==> config.mk <==
export PLATFORM = sky130hd
export DESIGN_NAME = riscv_core
export DESIGN_NICKNAME = d
export VERILOG_FILES = /design/src/design/core_pkg.sv /design/src/design/ctrl.sv /design/src/design/ex.sv /design/src/design/id.sv /design/src/design/id_ex.sv /design/src/design/if_id.sv /design/src/design/pc_reg.sv /design/src/design/regs.sv /design/src/design/riscv_core.sv
export SDC_FILE = /design/constraint.sdc
export NUM_CORES = 2
export LEC_CHECK = 0
export BUFFER_PORTS_ARGS = -buffer_cell sky130_fd_sc_hd__buf_2
export CORE_MARGIN = 1.5
export CORE_UTILIZATION = 40
export CTS_CLUSTER_DIAMETER = 40
export CTS_CLUSTER_SIZE = 25
export DETAILED_ROUTE_END_ITERATION = 6
export GPL_ROUTABILITY_DRIVEN = 0
export PLACE_DENSITY = 0.56
export SLEW_MARGIN = 20
export SYNTH_ARGS = -nofsm -noshare
export SYNTH_HDL_FRONTEND = slang
export SYNTH_HIERARCHICAL = 1
export SYNTH_SLANG_ARGS = --single-unit
==> constraint.sdc <==
create_clock -name clk_i -period 3.6 [get_ports clk_i]
set_clock_uncertainty 0.2 [all_clocks]
set_input_delay 0.72 -clock clk_i [delete_from_list [all_inputs] [get_ports clk_i]]
set_output_delay 0.72 -clock clk_i [all_outputs]
set_load 0.05 [all_outputs]
==> src/design/core_pkg.sv <==
package core_pkg;

    typedef logic [31:0] word_t;     // data or address
    typedef logic [4:0]  reg_addr_t; // x0..x31
    typedef logic [31:0] inst_t;

    // major opcodes, inst[6:0]
    localparam logic [6:0] OPC_TYPE_I = 7'b0010011; // addi group
    localparam logic [6:0] OPC_TYPE_R = 7'b0110011; // add / sub
    localparam logic [6:0] OPC_TYPE_B = 7'b1100011; // branches
    localparam logic [6:0] OPC_JAL    = 7'b1101111;
    localparam logic [6:0] OPC_LUI    = 7'b0110111;

    // funct3, inst[14:12]
    localparam logic [2:0] F3_ADDI    = 3'b000;
    localparam logic [2:0] F3_ADD_SUB = 3'b000;
    localparam logic [2:0] F3_BEQ     = 3'b000;
    localparam logic [2:0] F3_BNE     = 3'b001;

    // funct7, inst[31:25]; zero means add
    localparam logic [6:0] F7_SUB = 7'b0100000;

    localparam word_t RESET_PC = 32'h0000_0000;

    // addi x0, x0, 0
    localparam inst_t NOP_INST = 32'h0000_0013;

endpackage

==> src/design/ctrl.sv <==
`timescale 1ns/1ps

module ctrl import core_pkg::*; (
    // from ex
    input  logic  jump_en_i,
    input  word_t jump_addr_i,

    // to pc_reg
    output logic  jump_o,
    output word_t jump_addr_o,

    // to if_id and id_ex
    output logic  flush_o
);

    // taken jump kills the two younger instructions
    always_comb begin
        jump_o      = jump_en_i;
        flush_o     = jump_en_i;
        jump_addr_o = jump_en_i ? jump_addr_i : RESET_PC; // quiet when not taken
    end

endmodule

==> src/design/ex.sv <==
`timescale 1ns/1ps

module ex import core_pkg::*; (
    // from id_ex
    input  inst_t     inst_i,
    input  word_t     inst_addr_i,
    input  word_t     op1_i,
    input  word_t     op2_i,
    input  reg_addr_t rd_addr_i,
    input  logic      reg_wen_i,

    // write-back
    output word_t     rd_wdata_o,
    output reg_addr_t rd_waddr_o,
    output logic      reg_wen_o,

    // to ctrl
    output word_t     jump_addr_o,
    output logic      jump_en_o
);

    logic [6:0] opcode;
    logic [2:0] funct3;
    logic [6:0] funct7;
    word_t      imm_b;
    logic       op_equal;
    logic       wr_op;     // instruction kind produces a result

    assign opcode = inst_i[6:0];
    assign funct3 = inst_i[14:12];
    assign funct7 = inst_i[31:25];

    assign imm_b = {{20{inst_i[31]}}, inst_i[7], inst_i[30:25], inst_i[11:8], 1'b0};

    assign op_equal = (op1_i == op2_i);

    always_comb begin
        rd_wdata_o  = '0;
        wr_op       = 1'b0;
        jump_addr_o = '0;
        jump_en_o   = 1'b0;
        case (opcode)
            OPC_TYPE_I: begin
                rd_wdata_o = op1_i + op2_i; // addi
                wr_op      = 1'b1;
            end
            OPC_TYPE_R: begin
                if (funct7 == F7_SUB) begin
                    rd_wdata_o = op1_i - op2_i; // rs1 - rs2
                end else begin
                    rd_wdata_o = op1_i + op2_i;
                end
                wr_op = 1'b1;
            end
            OPC_TYPE_B: begin
                jump_addr_o = inst_addr_i + imm_b;
                if (funct3 == F3_BEQ) begin
                    jump_en_o = op_equal;
                end else if (funct3 == F3_BNE) begin
                    jump_en_o = !op_equal;
                end
            end
            OPC_JAL: begin
                rd_wdata_o  = inst_addr_i + 32'd4; // link address
                wr_op       = 1'b1;
                jump_addr_o = inst_addr_i + op1_i;
                jump_en_o   = 1'b1;
            end
            OPC_LUI: begin
                rd_wdata_o = op1_i;
                wr_op      = 1'b1;
            end
            default: ;
        endcase
    end

    assign rd_waddr_o = rd_addr_i;
    assign reg_wen_o  = reg_wen_i && wr_op;

endmodule

==> src/design/id.sv <==
`timescale 1ns/1ps

module id import core_pkg::*; (
    // from if_id
    input  inst_t     inst_i,
    input  word_t     inst_addr_i,

    // register file read ports
    input  word_t     rs1_rdata_i,
    input  word_t     rs2_rdata_i,
    output reg_addr_t rs1_raddr_o,
    output reg_addr_t rs2_raddr_o,

    // to id_ex
    output word_t     op1_o,
    output word_t     op2_o,
    output reg_addr_t rd_addr_o,
    output logic      reg_wen_o,
    output inst_t     inst_o,
    output word_t     inst_addr_o
);

    logic [6:0] opcode;
    logic [2:0] funct3;
    logic [6:0] funct7;
    reg_addr_t  rd;
    reg_addr_t  rs1;
    reg_addr_t  rs2;

    word_t imm_i;
    word_t imm_j;
    word_t imm_u;

    assign opcode = inst_i[6:0];
    assign rd     = inst_i[11:7];
    assign funct3 = inst_i[14:12];
    assign rs1    = inst_i[19:15];
    assign rs2    = inst_i[24:20];
    assign funct7 = inst_i[31:25];

    assign imm_i = {{20{inst_i[31]}}, inst_i[31:20]};
    assign imm_j = {{12{inst_i[31]}}, inst_i[19:12], inst_i[20], inst_i[30:21], 1'b0};
    assign imm_u = {inst_i[31:12], 12'b0};

    assign rs1_raddr_o = rs1;
    assign rs2_raddr_o = rs2;
    assign rd_addr_o   = rd;
    assign inst_o      = inst_i;
    assign inst_addr_o = inst_addr_i;

    always_comb begin
        op1_o     = '0;
        op2_o     = '0;
        reg_wen_o = 1'b0; // anything unknown writes nothing
        case (opcode)
            OPC_TYPE_I: begin
                if (funct3 == F3_ADDI) begin
                    op1_o     = rs1_rdata_i;
                    op2_o     = imm_i;
                    reg_wen_o = 1'b1;
                end
            end
            OPC_TYPE_R: begin
                if (funct3 == F3_ADD_SUB && (funct7 == 7'b0 || funct7 == F7_SUB)) begin
                    op1_o     = rs1_rdata_i;
                    op2_o     = rs2_rdata_i;
                    reg_wen_o = 1'b1;
                end
            end
            OPC_TYPE_B: begin
                // branch offset is rebuilt in ex from the instruction
                op1_o = rs1_rdata_i;
                op2_o = rs2_rdata_i;
            end
            OPC_JAL: begin
                op1_o     = imm_j;
                reg_wen_o = 1'b1;
            end
            OPC_LUI: begin
                op1_o     = imm_u;
                reg_wen_o = 1'b1;
            end
            default: ;
        endcase
    end

endmodule

==> src/design/id_ex.sv <==
`timescale 1ns/1ps

module id_ex import core_pkg::*; (
    input  logic      clk_i,
    input  logic      reset_i,
    input  logic      flush_i,

    // from id
    input  inst_t     inst_i,
    input  word_t     inst_addr_i,
    input  word_t     op1_i,
    input  word_t     op2_i,
    input  reg_addr_t rd_addr_i,
    input  logic      reg_wen_i,

    // to ex
    output inst_t     inst_o,
    output word_t     inst_addr_o,
    output word_t     op1_o,
    output word_t     op2_o,
    output reg_addr_t rd_addr_o,
    output logic      reg_wen_o
);

    always_ff @(posedge clk_i) begin
        if (reset_i || flush_i) begin
            inst_o      <= NOP_INST;
            inst_addr_o <= RESET_PC;
            op1_o       <= '0;
            op2_o       <= '0;
            rd_addr_o   <= '0;
            reg_wen_o   <= 1'b0; // squashed slot never writes
        end else begin
            inst_o      <= inst_i;
            inst_addr_o <= inst_addr_i;
            op1_o       <= op1_i;
            op2_o       <= op2_i;
            rd_addr_o   <= rd_addr_i;
            reg_wen_o   <= reg_wen_i;
        end
    end

endmodule

==> src/design/if_id.sv <==
`timescale 1ns/1ps

module if_id import core_pkg::*; (
    input  logic  clk_i,
    input  logic  reset_i,
    input  logic  flush_i,

    // from fetch
    input  inst_t inst_i,
    input  word_t inst_addr_i,

    // to id
    output inst_t inst_o,
    output word_t inst_addr_o
);

    inst_t inst_q;
    word_t inst_addr_q;

    always_ff @(posedge clk_i) begin
        if (reset_i || flush_i) begin
            inst_q      <= NOP_INST; // bubble
            inst_addr_q <= RESET_PC;
        end else begin
            inst_q      <= inst_i;
            inst_addr_q <= inst_addr_i;
        end
    end

    assign inst_o      = inst_q;
    assign inst_addr_o = inst_addr_q;

endmodule

==> src/design/pc_reg.sv <==
`timescale 1ns/1ps

module pc_reg import core_pkg::*; (
    input  logic  clk_i,
    input  logic  reset_i,
    input  logic  jump_i,      // from ctrl
    input  word_t jump_addr_i,
    output word_t pc_o         // fetch address
);

    word_t pc_q;

    always_ff @(posedge clk_i) begin
        if (reset_i) begin
            pc_q <= RESET_PC;
        end else if (jump_i) begin
            pc_q <= jump_addr_i; // redirect wins over sequential step
        end else begin
            pc_q <= pc_q + 32'd4;
        end
    end

    assign pc_o = pc_q;

endmodule

==> src/design/regs.sv <==
`timescale 1ns/1ps

module regs import core_pkg::*; (
    input  logic      clk_i,
    input  logic      reset_i,

    // write port, from ex
    input  logic      we_i,
    input  reg_addr_t waddr_i,
    input  word_t     wdata_i,

    // read ports, to id
    input  reg_addr_t raddr1_i,
    input  reg_addr_t raddr2_i,
    output word_t     rdata1_o,
    output word_t     rdata2_o
);

    word_t regs_q [32];

    always_ff @(posedge clk_i) begin
        if (reset_i) begin
            for (int i = 0; i < 32; i++) begin
                regs_q[i] <= '0;
            end
        end else if (we_i && waddr_i != '0) begin
            regs_q[waddr_i] <= wdata_i;
        end
    end

    // x0 reads zero, same-cycle write bypassed
    always_comb begin
        if (raddr1_i == '0) begin
            rdata1_o = '0;
        end else if (we_i && waddr_i == raddr1_i) begin
            rdata1_o = wdata_i;
        end else begin
            rdata1_o = regs_q[raddr1_i];
        end
    end

    always_comb begin
        if (raddr2_i == '0) begin
            rdata2_o = '0;
        end else if (we_i && waddr_i == raddr2_i) begin
            rdata2_o = wdata_i;
        end else begin
            rdata2_o = regs_q[raddr2_i];
        end
    end

endmodule

==> src/design/riscv_core.sv <==
`timescale 1ns/1ps

module riscv_core import core_pkg::*; (
    input  logic      clk_i,
    input  logic      reset_i,

    // instruction memory, answers in the same cycle
    input  inst_t     inst_i,
    output word_t     inst_addr_o,

    // observed write-back
    output logic      wb_en_o,
    output reg_addr_t wb_addr_o,
    output word_t     wb_data_o
);

    word_t     pc;

    inst_t     if_id_inst;
    word_t     if_id_inst_addr;

    reg_addr_t rs1_raddr;
    reg_addr_t rs2_raddr;
    word_t     rs1_rdata;
    word_t     rs2_rdata;

    inst_t     id_inst;
    word_t     id_inst_addr;
    word_t     id_op1;
    word_t     id_op2;
    reg_addr_t id_rd_addr;
    logic      id_reg_wen;

    inst_t     ex_inst;
    word_t     ex_inst_addr;
    word_t     ex_op1;
    word_t     ex_op2;
    reg_addr_t ex_rd_addr;
    logic      ex_reg_wen;

    word_t     rd_wdata;
    reg_addr_t rd_waddr;
    logic      rd_wen;
    word_t     ex_jump_addr;
    logic      ex_jump_en;

    logic      jump;
    word_t     jump_addr;
    logic      flush;

    pc_reg u_pc_reg (
        .clk_i      (clk_i),
        .reset_i    (reset_i),
        .jump_i     (jump),
        .jump_addr_i(jump_addr),
        .pc_o       (pc)
    );

    assign inst_addr_o = pc;

    if_id u_if_id (
        .clk_i      (clk_i),
        .reset_i    (reset_i),
        .flush_i    (flush),
        .inst_i     (inst_i),
        .inst_addr_i(pc),
        .inst_o     (if_id_inst),
        .inst_addr_o(if_id_inst_addr)
    );

    id u_id (
        .inst_i     (if_id_inst),
        .inst_addr_i(if_id_inst_addr),
        .rs1_rdata_i(rs1_rdata),
        .rs2_rdata_i(rs2_rdata),
        .rs1_raddr_o(rs1_raddr),
        .rs2_raddr_o(rs2_raddr),
        .op1_o      (id_op1),
        .op2_o      (id_op2),
        .rd_addr_o  (id_rd_addr),
        .reg_wen_o  (id_reg_wen),
        .inst_o     (id_inst),
        .inst_addr_o(id_inst_addr)
    );

    regs u_regs (
        .clk_i   (clk_i),
        .reset_i (reset_i),
        .we_i    (rd_wen),
        .waddr_i (rd_waddr),
        .wdata_i (rd_wdata),
        .raddr1_i(rs1_raddr),
        .raddr2_i(rs2_raddr),
        .rdata1_o(rs1_rdata),
        .rdata2_o(rs2_rdata)
    );

    id_ex u_id_ex (
        .clk_i      (clk_i),
        .reset_i    (reset_i),
        .flush_i    (flush),
        .inst_i     (id_inst),
        .inst_addr_i(id_inst_addr),
        .op1_i      (id_op1),
        .op2_i      (id_op2),
        .rd_addr_i  (id_rd_addr),
        .reg_wen_i  (id_reg_wen),
        .inst_o     (ex_inst),
        .inst_addr_o(ex_inst_addr),
        .op1_o      (ex_op1),
        .op2_o      (ex_op2),
        .rd_addr_o  (ex_rd_addr),
        .reg_wen_o  (ex_reg_wen)
    );

    ex u_ex (
        .inst_i     (ex_inst),
        .inst_addr_i(ex_inst_addr),
        .op1_i      (ex_op1),
        .op2_i      (ex_op2),
        .rd_addr_i  (ex_rd_addr),
        .reg_wen_i  (ex_reg_wen),
        .rd_wdata_o (rd_wdata),
        .rd_waddr_o (rd_waddr),
        .reg_wen_o  (rd_wen),
        .jump_addr_o(ex_jump_addr),
        .jump_en_o  (ex_jump_en)
    );

    ctrl u_ctrl (
        .jump_en_i  (ex_jump_en),
        .jump_addr_i(ex_jump_addr),
        .jump_o     (jump),
        .jump_addr_o(jump_addr),
        .flush_o    (flush)
    );

    // write-back port brought out for observation
    assign wb_en_o   = rd_wen;
    assign wb_addr_o = rd_waddr;
    assign wb_data_o = rd_wdata;

endmodule

### After elaboration in Yosys (flattened, before gate mapping)

Memory sizes are Yosys's and may differ from the RTL's. A register that Yosys moved wholly into a read port is not among the register bits.
Cells that the tools add are included.

* output and inout port bits: 70
* register bits after elaboration: 230
* memories kept: 1
* bits in writable memories: 1024
* word-level logic and storage cells: 80
* input port bits: 34

* add/sub/neg operators: 6
* mux-type cells: 31
* reduce and logical (&&, ||, !) cells: 17
* equality and inequality tests: 16

Memory list
* u_regs.regs_q: depth 32, width 32, read ports 2, clocked after memory_dff 2, wr ports 32, RTL line regs.sv:19 `word_t regs_q [32];`

Operator list (count)
* 2-to-1 mux 32 bit: 11
* one-hot mux 32 bit (5 select lines): 1
* one-hot mux 32 bit (4 select lines): 1
* adder 32 bit: 3
* one-hot mux 32 bit (3 select lines): 1
* adder 32 x 3 -> 32 bit (second input constant): 2
* one-hot mux 32 bit (2 select lines): 1
* == test 7 x 6 -> 1 bit (second input constant): 6
* == test 32 bit: 1
* OR reduction 32 bit: 1
* subtractor 32 bit: 1
* == test 7 bit (second input constant): 4
* 2-to-1 mux 5 bit: 3
* == test 7 x 5 -> 1 bit (second input constant): 2
* 2-to-1 mux 1 bit: 11
* == test 5 bit: 2
* logical NOT 5 bit: 2
* logical NOT 7 bit: 1
* logical NOT 3 bit: 2
* logical AND 1 bit: 5
* nonzero test 5 bit: 1
* OR reduction 4 bit: 1
* == test 3 x 1 -> 1 bit (second input constant): 1
* one-hot mux 1 bit (3 select lines): 1
* other kinds (4): 5

### Longest topological paths before layout

* depth after elaboration: 10
* gate-level depth with buffers: 17
* mapped depth without buffers: 16

### Cells and area by module

The synthesis kept the hierarchy.

By module, submodules not included
* regs: cells an instance 3740, area each 54722.5 um^2, instances 1, seq. area each 30749.5 um^2
* ex: cells an instance 1204, area each 8036.5 um^2, instances 1, seq. area each 0.0 um^2
* id_ex: cells an instance 298, area each 4381.7 um^2, instances 1, seq. area each 2682.6 um^2
* if_id: cells an instance 142, area each 1960.6 um^2, instances 1, seq. area each 1281.2 um^2
* pc_reg: cells an instance 222, area each 1781.7 um^2, instances 1, seq. area each 640.6 um^2
* id: cells an instance 198, area each 1396.3 um^2, instances 1, seq. area each 0.0 um^2
* ctrl: cells an instance 37, area each 270.3 um^2, instances 1, seq. area each 0.0 um^2

### Least setup slack after synthesis

Ideal clock, no wire load.

* kind: register to register
* start: reg u_id_ex.op1_o[1]
* end: reg u_id_ex.op2_o[22]
* arrival: 4583 ps
* path buffers: 0
* stages on the path, launching flop included: 16
* library setup time: 80 ps
* path slack: -1263 ps
* data required time: 3320 ps
* clock period less this slack: 4863 ps
* path through: dfxtp_1 -> inv_1 -> fa_1 -> o21ba_2 -> o2111a_1 -> o2111ai_1 -> a41oi_1 -> o211a_1 -> o21a_1 -> o22ai_1 -> nor2_1 -> o21ai_0 -> o221a_2 -> inv_1 -> o21ai_0 -> nor3b_1

* longest elaborated chain between the ends: 7
* elaborated cells between the ends (all ways): 14
* classes of those cells: add/sub (2); eq/ne (1); mux (9); reduce/logical (2)

Ends and longest elaborated chain
* start, declared: RTL line id_ex.sv:19 `output word_t op1_o,`
* start signal, assigned: RTL line id_ex.sv:36 `op1_o <= op1_i;`
* adder 32 bit or subtractor 32 bit (tied branches): RTL line ex.sv:44, ex.sv:51, ex.sv:49
* 2-to-1 mux 32 bit: RTL line ex.sv:48 `if (funct7 == F7_SUB) begin`
* one-hot mux 32 bit (4 select lines) (*): RTL line ex.sv:42 `case (opcode)`
* named net wb_data_o[22]: RTL line riscv_core.sv:14 `output word_t wb_data_o`
* 2-to-1 mux 32 bit (*): RTL line regs.sv:45 `end else if (we_i && waddr_i == raddr2_i) begin`
* 2-to-1 mux 32 bit (*): RTL line regs.sv:43 `if (raddr2_i == '0) begin`
* named net rs2_rdata[22]: RTL line riscv_core.sv:25 `word_t rs2_rdata;`
* 2-to-1 mux 32 bit: RTL line id.sv:64 `if (funct3 == F3_ADD_SUB && (funct7 == 7'b0 || funct7 == F7_SUB)) begin`
* one-hot mux 32 bit (3 select lines) (*): RTL line id.sv:55 `case (opcode)`
* named net id_op2[22]: RTL line riscv_core.sv:30 `word_t id_op2;`
* end signal, assigned: RTL line id_ex.sv:37 `op2_o <= op2_i;`
* end, declared: RTL line id_ex.sv:20 `output word_t op2_o,`

The timed path passes the listed nets; every way through them passes the cells marked *.
A chain may end at the register's enable or synchronous reset.

### Worst setup path after layout

* start: reg u_id_ex.op1_o[0]
* end: out wb_data_o[30]

* longest elaborated chain between the ends: 3
* elaborated cells between the ends (all ways): 4
* classes of those cells: add/sub (2); mux (2)

Ends and longest elaborated chain (RTL line)
* adder 32 bit or subtractor 32 bit (tied branches): ex.sv:44, ex.sv:51, ex.sv:49
* 2-to-1 mux 32 bit: ex.sv:48
* one-hot mux 32 bit (4 select lines) (*): ex.sv:42
* end, declared: riscv_core.sv:14

Mark *: on every way between the ends. The rest lies on a longest branch, timed or not.

==> flow_summary.toml <==
[outcome]
status = "finished with violations"
violations = "DRC, setup timing"

[worst_setup_path]
arrival_ns = 4.23
path_cells = "ha_4 > inv_2 > fa_2 > o21ba_4 > o2111a_1 > o2111ai_2 > a41oi_2 > o211a_1 > o21a_4 > buf_6 > o31a_1 > mux2i_2 > o21ai_4 > buf_12 > buf_12"
slowest_stage = "fa_2"
cp_common_cell = "buf_12"
worstSetupPathType = "reg2out"
start_kind = "flip-flop"
crit_path_end_kind = "output pin"
max_stage_delay_ns = 0.36
worstPathRequired_ns = 2.68
cp_max_fo = 3

[cts]
cts_root_buffer = "clkbuf_16"
cts_buffers = 209
cts_sinks = 1244
path_clk_slew_ns = 0.05
insertion_delay_ns = 0.89
cts_tree = "yes"
cts-htree-levels = 4
clock_path_buffers = 3

[logic_synthesis]
synth_area_um2 = 72100
synth_warnings = 6
syn_inst = 5811
postSynthAreaPerCell_um2 = 12.4

[power_and_ir_drop]
p_comb_share_pct = 10.9
peakVddDrop_v = 0.000410
finalPower_w = 0.0420
seq_power_share_pct = 38.9
p_sw_share_pct = 26.0
internal_power_w = 0.0311
power_leakage_nw = 34.4
p_switching_w = 0.0109
powerDensity_nw_per_um2 = 460
pwr-share-clk_pct = 50.2

[drt]
dr_total_vias = 56100
drt_iter0_markers = 7669
drtPass1Iterations = 7
ant_nets = 0
avgRoutedWirePerCell_um = 32.6
drt-total-wl_um = 293000
avgViaCountPerCell = 6.24
drc = 2

[flow_run]
max_cap_violations = 0

[global_routing]
grt_pass1_vias = 54500
grt_max_degree = 132
grt_overflow = 0
antenna_found_initial = 25
gr-usage-all-layers_pct = 31.5
grt_pass1_wl_um = 408000

[die]
dieWidth_um = 428
core_area_um2 = 179000
fp.dieArea_um2 = 183000
ios = 104
die_h_um = 428
initial_core_util_pct = 40.3
rows = 155

[finish]
area_growth_pct = 26.4
drive_above_1_share_pct = 33.1
nNetsFinal = 6598
finalCoreUtilization_pct = 51.0

[worst_hold_path]
hold_class = "in2reg"

[sta]
fin_crit_sh_pct = 143
max-slew-margin-rel_pct = 18.0
tns_ns = -285.28
finalHoldViolations = 0
maxSlewViolCount = 0
rsz0062_at_grt = "true"
timing.final.crit_period_ns = 5.15
tightest_slew_ns = 1.23
setup_viol = 797
max_freq_ghz = 0.194
timing.final.ws_setup_ns = -1.55

[placed_design]
hpwl_um = 196000
port_buffers = 103
[routing by layer]
| metal | routed length (um) | global-route usage [%] | vias up |
|---|---|---|---|
| met4 | 15200 | 15.2 | 2 |
| li1 | - | - | 23300 |
| met1 | 115000 | 42.5 | 28500 |
| met2 | 128000 | 46.6 | 3573 |
| met5 | 19 | 0 | - |
| met3 | 34800 | 8.76 | 694 |
[critical path: cells and delay by family (launching register included)]
| kind | cells | cell delay (ns) |
|---|---|---|
| fa+ha+maj | 2 | 0.50 |
| flops | 1 | 0.35 |
| mux | 1 | 0.24 |
| buf+inv | 4 | 0.47 |
| compound gates | 8 | 1.81 |
[per-stage QoR]
| step | hold slack [ns] | cells | setup WS, ns | instance area, um2 |
|---|---|---|---|---|
| finish | 0.195 | 8982 | -1.55 | 91200 |
| detailed placement | 0.253 | 8475 | -0.902 | 81400 |
| CTS | 0.223 | 8959 | -1.57 | 90500 |
| global placement | 0.250 | 8475 | -0.942 | 81400 |
| floorplan | 0.322 | 5842 | -0.327 | 72700 |
| global route | 0.197 | 8972 | -1.68 | 91100 |
[power by group through the flow]
| stage | Combinational [W] | Clock (W) | Sequential, W |
|---|---|---|---|
| after floorplan | 0.00231 | 0 | 0.0164 |
| after global placement | 0.00422 | 0 | 0.0166 |
| after CTS | 0.00441 | 0.0213 | 0.0163 |
| final | 0.00458 | 0.0211 | 0.0163 |
| after global routing | 0.00467 | 0.0219 | 0.0164 |
| after detailed placement | 0.00423 | 0 | 0.0166 |
[layout make-up]
class / count / area (um2)
fillers: 15300 / 87600
multi-input cells: 3867 / 35300
flip-flops and latches: 1244 / 35200
repair buffers: 992 / 9790
clock buffers: 229 / 5380
well taps: 2355 / 2950
clock inverters: 164 / 2080
inverters: 120 / 453
diodes: 11 / 27.5
[cells in the final DEF (no fill, tap or decap), types with 134 or more instances in the layout]
cell type / n
a21oi_1: 177
a22oi_1: 152
and2_1: 951
buf_12: 168
buf_4: 677
clkbuf_16: 211
dfxtp_1: 205
edfxtp_1: 1024
mux2i_1: 288
mux4_2: 388
nand2_1: 149
nor2_1: 134
[final timing paths]
path / end / cells after the start / slack [ns] / from
min: u_id_ex/inst_addr_o[29] / 3 / 0.20 / reset_i
max: wb_data_o[30] / 15 / -1.55 / u_id_ex/op1_o[0]
max reg2reg: u_id_ex/op1_o[24] / 19 / -0.93 / u_id_ex/op1_o[0]
min reg2reg: u_id_ex/inst_addr_o[31] / 1 / 0.24 / u_if_id/inst_addr_o[31]
[registers in the layout, indices dropped and copies added, names as in the netlist]
signal,count
u_id_ex/reg_wen_o,1
u_id_ex/inst_addr_o,32
u_id_ex/op2_o,32
u_id_ex/inst_o,22
u_pc_reg/pc_o,32
u_if_id/inst_addr_o,32
u_if_id/inst_o,32
u_id_ex/op1_o,32
u_regs/regs_q,1024
u_id_ex/rd_addr_o,5
[repair_timing]
action,4_1_cts,5_1_grt
hold buffers,32,0
pin swaps,62,88
resized for setup,174,137
setup buffers,54,21
cloned,8,1
endpoints found under the hold margin,32,0
endpoints found under the setup margin,945,888
Power figures use the tool's default switching activity.
